[src/logic/isaPkg.sv]
package isaPkg;

  // Machine word and register file geometry
  localparam int dataWidth   = 16;
  localparam int numRegs     = 8;
  localparam int regIdxWidth = $clog2(numRegs);
  // Register 7 doubles as the program counter
  localparam int pcIndex     = 7;
  // Immediate field of the Ldi form
  localparam int immWidth    = 9;

  typedef enum logic [3:0] {
    opAlu  = 4'd0,
    opLdi  = 4'd1,
    opLd   = 4'd2,
    opSt   = 4'd3,
    opSkip = 4'd4,
    opHalt = 4'd15
  } opcode_t;

  // Shifts are by one position, not takes only x
  typedef enum logic [2:0] {
    aluAdd = 3'd0,
    aluSub = 3'd1,
    aluAnd = 3'd2,
    aluOr  = 3'd3,
    aluXor = 3'd4,
    aluNot = 3'd5,
    aluShl = 3'd6,
    aluShr = 3'd7
  } aluFunc_t;

  typedef struct packed {
    opcode_t                opcode;
    logic [regIdxWidth-1:0] rd;
    logic [regIdxWidth-1:0] rs0;
    logic [regIdxWidth-1:0] rs1;
    aluFunc_t               func;
  } regForm_t;

  typedef struct packed {
    opcode_t                opcode;
    logic [regIdxWidth-1:0] rd;
    logic [immWidth-1:0]    imm;
  } immForm_t;

  // Ldi reads the immediate form, every other opcode the register form
  typedef union packed {
    regForm_t regForm;
    immForm_t immForm;
  } instr_t;

  // Lives in the rd field of a skip
  typedef struct packed {
    logic positive;
    logic negative;
    logic zero;
  } skipMask_t;

endpackage
[src/logic/ctrlPkg.sv]
package ctrlPkg;

  import isaPkg::*;

  typedef enum logic [3:0] {
    sFetch,
    sDecode,
    sExec,
    sMem,
    sHalt
  } state_t;

  // selPc reads register 7 through read port 0
  typedef enum logic [1:0] {
    selR0  = 2'd0,
    selR1  = 2'd1,
    selMdr = 2'd2,
    selPc  = 2'd3
  } opSel_t;

  typedef enum logic [1:0] {
    mdrImm = 2'd0,
    mdrRam = 2'd1,
    mdrAlu = 2'd2
  } mdrSel_t;

  // Everything the datapath needs for one cycle
  typedef struct packed {
    logic                   irLoad;
    logic                   mdrLoad;
    logic                   marLoad;
    logic                   regLoad;
    logic                   ramWrite;
    logic                   incrPc;
    logic                   condCheck;
    opSel_t                 op0Sel;
    opSel_t                 op1Sel;
    mdrSel_t                mdrSel;
    logic                   addrFromMar;
    aluFunc_t               aluFunc;
    logic [regIdxWidth-1:0] regR0Sel;
    logic [regIdxWidth-1:0] regR1Sel;
    logic [regIdxWidth-1:0] regWSel;
    skipMask_t              skipMask;
    logic [dataWidth-1:0]   imm;
  } ctrl_t;

  typedef struct packed {
    logic [dataWidth-1:0] addr;
    logic [dataWidth-1:0] wdata;
    logic                 write;
  } memReq_t;

endpackage

[src/logic/cpu.sv]
`timescale 1ns/1ps

module cpu
  import isaPkg::*, ctrlPkg::*;
(
  input  logic                 clk,
  input  logic                 reset,
  output memReq_t              memReq,
  input  logic [dataWidth-1:0] rdata,
  output logic                 halted
);

  ctrl_t                  ctrl;
  instr_t                 ir;
  logic [dataWidth-1:0]   mdr;
  logic [dataWidth-1:0]   mdrNext;
  logic [dataWidth-1:0]   mar;
  logic [dataWidth-1:0]   r0;
  logic [dataWidth-1:0]   r1;
  logic [dataWidth-1:0]   op0;
  logic [dataWidth-1:0]   op1;
  logic [dataWidth-1:0]   aluResult;
  logic [dataWidth-1:0]   regWData;
  logic [regIdxWidth-1:0] rSel0;
  logic                   resultZero;
  logic                   resultNeg;
  logic                   resultPos;
  logic                   skip;

  function automatic logic [dataWidth-1:0] pickOperand(
    input opSel_t               sel,
    input logic [dataWidth-1:0] port0,
    input logic [dataWidth-1:0] port1,
    input logic [dataWidth-1:0] mdrValue
  );
    case (sel)
      selR1:  return port1;
      selMdr: return mdrValue;
      // selPc arrives on port 0 as well
      default: return port0;
    endcase
  endfunction

  decoder decoder0 (
    .clk    (clk),
    .reset  (reset),
    .instr  (ir),
    .ctrl   (ctrl),
    .halted (halted)
  );

  // Port 0 is steered to the PC when either operand asks for it
  assign rSel0 = (ctrl.op0Sel == selPc || ctrl.op1Sel == selPc) ?
                 regIdxWidth'(pcIndex) : ctrl.regR0Sel;

  // Loads take memory data directly in sMem
  assign regWData = ctrl.addrFromMar ? rdata : aluResult;

  regfile regfile0 (
    .clk    (clk),
    .reset  (reset),
    .rSel0  (rSel0),
    .rSel1  (ctrl.regR1Sel),
    .wSel   (ctrl.regWSel),
    .we     (ctrl.regLoad),
    .incrPc (ctrl.incrPc | skip),
    .r0     (r0),
    .r1     (r1),
    .w      (regWData)
  );

  assign op0 = pickOperand(ctrl.op0Sel, r0, r1, mdr);
  assign op1 = pickOperand(ctrl.op1Sel, r0, r1, mdr);

  alu alu0 (
    .x      (op0),
    .y      (op1),
    .func   (ctrl.aluFunc),
    .result (aluResult)
  );

  always_comb begin
    case (ctrl.mdrSel)
      mdrRam:  mdrNext = rdata;
      mdrAlu:  mdrNext = aluResult;
      default: mdrNext = ctrl.imm;
    endcase
  end

  // IR is reset so decode fields are clean before the first fetch
  always_ff @(posedge clk) begin
    if (reset) begin
      ir <= '0;
    end else if (ctrl.irLoad) begin
      ir <= rdata;
    end
  end

  always_ff @(posedge clk) begin
    if (ctrl.mdrLoad) begin
      mdr <= mdrNext;
    end
    if (ctrl.marLoad) begin
      mar <= aluResult;
    end
  end

  // Sign taken from the top bit
  assign resultZero = (aluResult == '0);
  assign resultNeg  = aluResult[dataWidth-1];
  assign resultPos  = !resultZero && !resultNeg;

  assign skip = ctrl.condCheck &&
                ((resultZero && ctrl.skipMask.zero) ||
                 (resultNeg && ctrl.skipMask.negative) ||
                 (resultPos && ctrl.skipMask.positive));

  assign memReq.addr  = ctrl.addrFromMar ? mar : r0;
  assign memReq.wdata = r1;
  assign memReq.write = ctrl.ramWrite;

  // Once halted, the core must leave memory alone
  assert property (@(posedge clk) disable iff (reset) halted |-> !memReq.write);

endmodule

[src/logic/decoder.sv]
`timescale 1ns/1ps

module decoder
  import isaPkg::*, ctrlPkg::*;
(
  input  logic   clk,
  input  logic   reset,
  input  instr_t instr,
  output ctrl_t  ctrl,
  output logic   halted
);

  state_t               state;
  state_t               stateNext;
  opcode_t              opcode;
  logic [dataWidth-1:0] immExt;

  // Both forms share the opcode bits
  assign opcode = instr.regForm.opcode;

  assign immExt = {{(dataWidth - immWidth){instr.immForm.imm[immWidth-1]}},
                   instr.immForm.imm};

  always_ff @(posedge clk) begin
    if (reset) begin
      state <= sFetch;
    end else begin
      state <= stateNext;
    end
  end

  always_comb begin
    stateNext = state;
    case (state)
      sFetch: stateNext = sDecode;
      sDecode: begin
        if (opcode == opHalt) begin
          stateNext = sHalt;
        end else begin
          stateNext = sExec;
        end
      end
      sExec: begin
        if (opcode == opLd || opcode == opSt) begin
          stateNext = sMem;
        end else begin
          stateNext = sFetch;
        end
      end
      sMem: stateNext = sFetch;
      // Only reset leaves here
      sHalt: stateNext = sHalt;
      default: stateNext = sFetch;
    endcase
  end

  always_comb begin
    ctrl          = '0;
    // Field defaults straight from the register form
    ctrl.aluFunc  = instr.regForm.func;
    ctrl.regR0Sel = instr.regForm.rs0;
    ctrl.regR1Sel = instr.regForm.rs1;
    ctrl.regWSel  = instr.regForm.rd;
    ctrl.skipMask = instr.regForm.rd;
    ctrl.imm      = immExt;
    ctrl.op0Sel   = selR0;
    ctrl.op1Sel   = selR1;
    ctrl.mdrSel   = mdrImm;

    case (state)
      sFetch: begin
        // PC drives the memory address through port 0
        ctrl.irLoad = 1'b1;
        ctrl.op0Sel = selPc;
      end
      sDecode: begin
        ctrl.incrPc = 1'b1;
        if (opcode == opLdi) begin
          ctrl.mdrLoad = 1'b1;
          ctrl.mdrSel  = mdrImm;
        end
      end
      sExec: begin
        case (opcode)
          opAlu: ctrl.regLoad = 1'b1;
          opLdi: begin
            // MDR or MDR passes the immediate unchanged
            ctrl.op0Sel  = selMdr;
            ctrl.op1Sel  = selMdr;
            ctrl.aluFunc = aluOr;
            ctrl.regWSel = instr.immForm.rd;
            ctrl.regLoad = 1'b1;
          end
          opLd, opSt: begin
            ctrl.op1Sel  = selR0;
            ctrl.aluFunc = aluOr;
            ctrl.marLoad = 1'b1;
          end
          opSkip: ctrl.condCheck = 1'b1;
          default: ;
        endcase
      end
      sMem: begin
        ctrl.addrFromMar = 1'b1;
        if (opcode == opLd) begin
          ctrl.regLoad = 1'b1;
        end
        if (opcode == opSt) begin
          ctrl.ramWrite = 1'b1;
        end
      end
      default: ;
    endcase
  end

  assign halted = (state == sHalt);

  // Stores only ever follow the MAR load of the previous cycle
  assert property (@(posedge clk) disable iff (reset)
    ctrl.ramWrite |-> (state == sMem) && ($past(state) == sExec));

endmodule

[src/logic/regfile.sv]
`timescale 1ns/1ps

module regfile
  import isaPkg::*;
(
  input  logic                   clk,
  input  logic                   reset,
  input  logic [regIdxWidth-1:0] rSel0,
  input  logic [regIdxWidth-1:0] rSel1,
  input  logic [regIdxWidth-1:0] wSel,
  input  logic                   we,
  input  logic                   incrPc,
  output logic [dataWidth-1:0]   r0,
  output logic [dataWidth-1:0]   r1,
  input  logic [dataWidth-1:0]   w
);

  logic [dataWidth-1:0] regs [numRegs];
  logic                 pcWritten;

  assign r0 = regs[rSel0];
  assign r1 = regs[rSel1];

  // A jump beats the increment
  assign pcWritten = we && (wSel == regIdxWidth'(pcIndex));

  always_ff @(posedge clk) begin
    if (reset) begin
      for (int i = 0; i < numRegs; i++) begin
        regs[i] <= '0;
      end
    end else begin
      if (incrPc && !pcWritten) begin
        regs[pcIndex] <= regs[pcIndex] + dataWidth'(1);
      end
      if (we) begin
        regs[wSel] <= w;
      end
    end
  end

  // The write enable comes from the decoder state
  assert property (@(posedge clk) disable iff (reset) !$isunknown(we));

endmodule

[src/logic/alu.sv]
`timescale 1ns/1ps

module alu
  import isaPkg::*;
(
  input  logic [dataWidth-1:0] x,
  input  logic [dataWidth-1:0] y,
  input  aluFunc_t             func,
  output logic [dataWidth-1:0] result
);

  always_comb begin
    case (func)
      aluAdd: result = x + y;
      aluSub: result = x - y;
      aluAnd: result = x & y;
      aluOr:  result = x | y;
      aluXor: result = x ^ y;
      // Single operand functions ignore y
      aluNot: result = ~x;
      aluShl: result = {x[dataWidth-2:0], 1'b0};
      aluShr: result = {1'b0, x[dataWidth-1:1]};
      default: result = '0;
    endcase
  end

endmodule

[config.mk]
export PLATFORM = sky130hd
export DESIGN_NAME = cpu
export DESIGN_NICKNAME = d
export VERILOG_FILES = /design/src/logic/isaPkg.sv /design/src/logic/ctrlPkg.sv /design/src/logic/cpu.sv /design/src/logic/decoder.sv /design/src/logic/regfile.sv /design/src/logic/alu.sv
export SDC_FILE = /design/constraint.sdc
export NUM_CORES = 1
export LEC_CHECK = 0
export BUFFER_PORTS_ARGS = -buffer_cell sky130_fd_sc_hd__clkbuf_2
export CAP_MARGIN = 20
export CORE_ASPECT_RATIO = 1.25
export CORE_MARGIN = 1.5
export CORE_UTILIZATION = 51
export CTS_BUF_LIST = sky130_fd_sc_hd__clkbuf_16
export CTS_CLUSTER_DIAMETER = 150
export DETAILED_ROUTE_END_ITERATION = 8
export GPL_TIMING_DRIVEN = 1
export PLACE_DENSITY = 0.74
export SYNTH_ARGS = -nofsm -noshare
export SYNTH_HDL_FRONTEND = slang
export SYNTH_SLANG_ARGS = --single-unit
[constraint.sdc]
create_clock -name clk -period 7.81 [get_ports clk]
set_input_delay 0 -clock clk [delete_from_list [all_inputs] [get_ports clk]]
set_output_delay 0 -clock clk [all_outputs]
set_load 0.01 [all_outputs]
==> results.json <==
{
  "status": "complete, no violations",
  "dieHeight_microns": 183.0,
  "yosysWarnings": 0,
  "synthTopCellsByCount": "nor2_1, edfxtp_1, nand2_1",
  "core_sq_um": 25370,
  "synth.largest_area_cell": "edfxtp_1",
  "synth_edf_count": 153,
  "finalCritPeriodShare": 0.9578,
  "worst_pin_slew_ns": 1.151,
  "io_buffer_count": 51,
  "seq_area_sq_um": 5039,
  "synth_area_leaders": "edfxtp_1, mux2i_1, ha_1",
  "die_w_microns": 147.0,
  "syn_avg_cell_area_sq_um": 9.260,
  "drive_gt1_frac": 0.1470,
  "first_iter_violations": 1673,
  "r2r-end": "regfile0.regs[7][0]$_DFFE_PP_",
  "worst_hold_path_type": "primary input to flip-flop",
  "syn2layout_area_growth_pct": 11.71,
  "cts_max_path_buffers": 2,
  "holdPathEnd": "ir[9]$_SDFFE_PP0P_",
  "cts_root_buf": "clkbuf_16",
  "cp.arrival_ns": 7.57,
  "synth.distinct_cells": 90,
  "end_kind": "flip-flop",
  "synth_most_common_cell": "nor2_1",
  "grt_max_degree": 52,
  "viasPerCell": 6.843,
  "ys.flop_type": "edfxtp_1",
  "p_per_area_nw_per_um2": 282.4,
  "die-area_sq_um": 26910,
  "fillCellCount": 2283,
  "slew-limit-headroom": 0.2324,
  "startpoint_type": "flip-flop",
  "overflow": 0,
  "via_count": 12580,
  "numCtsBuffers": 17,
  "antenna_left": 0,
  "path_clk_slew_ns": 0.07,
  "whs_path_depth": 2,
  "yosys.area.top_type_share": 0.3475,
  "start_util": 0.5211,
  "diodes": 0,
  "setup_viol": 0,
  "multi_input_area_sq_um": 7570,
  "path_max_fanout": 16,
  "final_cell_area_sq_um": 14770,
  "fin_worst_skew_ns": 0.009691,
  "syn_inst": 1428,
  "drv_cap": 0,
  "synth-seq-area-share": 0.3808,
  "dr.pass1.iters": 8,
  "synth_nets": 1504,
  "cts_sinks": 175,
  "dp.cells": 1790,
  "drv_slew": 0,
  "clkLatencyLatePin_ns": 0.45,
  "rr_startpoint": "decoder0.state[1]$_SDFF_PP0_",
  "post_layout_nonfiller_instances": 1838,
  "p_leak_nw": 5.775,
  "gp_congestion": 1.046,
  "wire_per_inst_microns": 26.37,
  "power_mw": 4.171,
  "dp_hpwl_microns": 35380,
  "routed_wl_microns": 48460,
  "hold_viol": 0,
  "r2r_setup_slack_ns": 0.33,
  "async_flop_share": 0,
  "max-vdd-ir-drop_mv": 0.1671,
  "path_class": "flip-flop to flip-flop",
  "cpMostUsedCell": "nor2_1",
  "finalNetCount": 1566,
  "ios": 52,
  "drc": 0,
  "dpl-instance-area_sq_um": 14010,
  "rr_worst_depth": 27,
  "antenna_found_initial": 0,
  "fmax_mhz": 133.7,
  "placementRows": 65,
  "grtUsageTotal": 0.3594,
  "ys_ff_latch": 175,
  "grt_pass1_vias": 11970,
  "netlist_area_sq_um": 13220,
  "cp_slowest_cell": "or4b_4",
  "min_period_ns": 7.481,
  "cpPeakStageDelay_ns": 0.57,
  "htreeDepth": 4,
  "cts_tree": "built",
  "grt_pass1_wl_microns": 72090,
  "required_ns": 7.90,
  "hold_start": "reset"
}
per-stage QoR:
stage | hold WS [ns] | worst slack [ns] | util | TNS, ns
2_1_floorplan | 0.1360 | 0.8765 | - | 0
3_3_place_gp | 0.2602 | 0.3662 | 0.5521 | 0
3_5_place_dp | 0.2677 | 0.2072 | 0.5521 | 0
4_1_cts | 0.1850 | 0.1922 | 0.5816 | 0
5_1_grt | 0.2422 | -0.003360 | 0.5822 | -0.003360
6_report | 0.2105 | 0.3293 | 0.5822 | 0
power by group:
| group | total [mW] | switching [mW] | internal, mW |
|---|---|---|---|
| Clock | 0.873 | 0.398 | 0.475 |
| Sequential | 1.15 | 0.0638 | 1.09 |
| Combinational | 2.15 | 1.43 | 0.719 |
metal layers:
layer	GRT usage	wire [microns]	vias to the layer above
met1	0.4362	17810	6011
met2	0.5802	22220	847
met4	0.2524	3828	0
li1	-	-	5491
met5	0	0	-
met3	0.06418	4606	229
layout by cell type (no fill, tap or decap), types with 12 or more instances in the layout:
cell type,synthesis,layout
a21oi_1,64,64
a221oi_1,22,22
a22o_1,12,12
a22oi_1,27,27
a31oi_1,15,15
and3_1,20,20
buf_4,6,66
clkbuf_16,0,17
clkbuf_2,0,51
dfxtp_1,22,19
dlygate4sd3_1,0,16
edfxtp_1,153,153
ha_1,57,57
inv_1,54,54
mux2_2,12,12
mux2i_1,87,87
nand2_1,135,135
nand2b_1,21,21
nand3_1,32,32
nand4_1,15,15
nor2_1,180,180
nor2b_1,32,32
nor3_1,30,29
o211ai_1,17,17
o21ai_0,57,57
or2_2,15,15
xnor2_1,27,27
registers in the layout, indices dropped and copies added (netlist names), named ones only:
name,flops
decoder0.state,3
mdr,9
ir,16
regfile0.regs,128
mar,16
kinds of logic (layout without fill, tap and decap cells):
logic type,count (synthesis),in the layout,synth area share
AOI/OAI and AO/OA,383,383,0.2154
xor gates and xnor gates,38,38,0.02517
adders and majority gates,58,58,0.05545
buffers and inverters,147,222,0.04873
DFF,175,175,0.3808
muxes,105,105,0.08630
and+or+nand+nor,522,522,0.1882
critical path, delay by kind of cell (launching register included):
kind | cells | cell delay [ns]
compound gates | 9 | 1.78
xor+xnor | 1 | 0.16
fa+ha+maj | 2 | 0.72
buf+inv | 2 | 0.24
flops | 1 | 0.53
simple gates | 13 | 3.66
worst max path at each step:
| stage | start | end | slack, ns | depth (start not counted) |
|---|---|---|---|---|
| floorplan | decoder0.state[1]$_SDFF_PP0_ | regfile0.regs[7][0]$_DFFE_PP_ | 0.88 | 27 |
| global placement | decoder0.state[1]$_SDFF_PP0_ | regfile0.regs[7][9]$_DFFE_PP_ | 0.37 | 27 |
| detailed placement | decoder0.state[1]$_SDFF_PP0_ | regfile0.regs[7][4]$_DFFE_PP_ | 0.21 | 27 |
| CTS | decoder0.state[1]$_SDFF_PP0_ | regfile0.regs[7][13]$_DFFE_PP_ | 0.19 | 27 |
| global route | decoder0.state[1]$_SDFF_PP0_ | regfile0.regs[7][13]$_DFFE_PP_ | -0.003 | 26 |
| finish | decoder0.state[1]$_SDFF_PP0_ | regfile0.regs[7][0]$_DFFE_PP_ | 0.33 | 27 |
what timing repair did:
action                                 4_1_cts  5_1_grt
gates resized for setup                      0        3
buffers inserted                             0        0
setup endpoints to repair                    0       27
hold buffers                                16        0
endpoints found under the hold margin       19        0
layout make-up:
type | instances | area share
multi-input cells | 1106 | 0.5125
well taps | 335 | 0.02838
inverters | 55 | 0.01398
repair buffers | 135 | 0.06437
clock buffers | 17 | 0.02880
clock inverters | 15 | 0.01093
flip-flops and latches | 175 | 0.3411
Note: power is estimated with default switching activity, not from simulation.
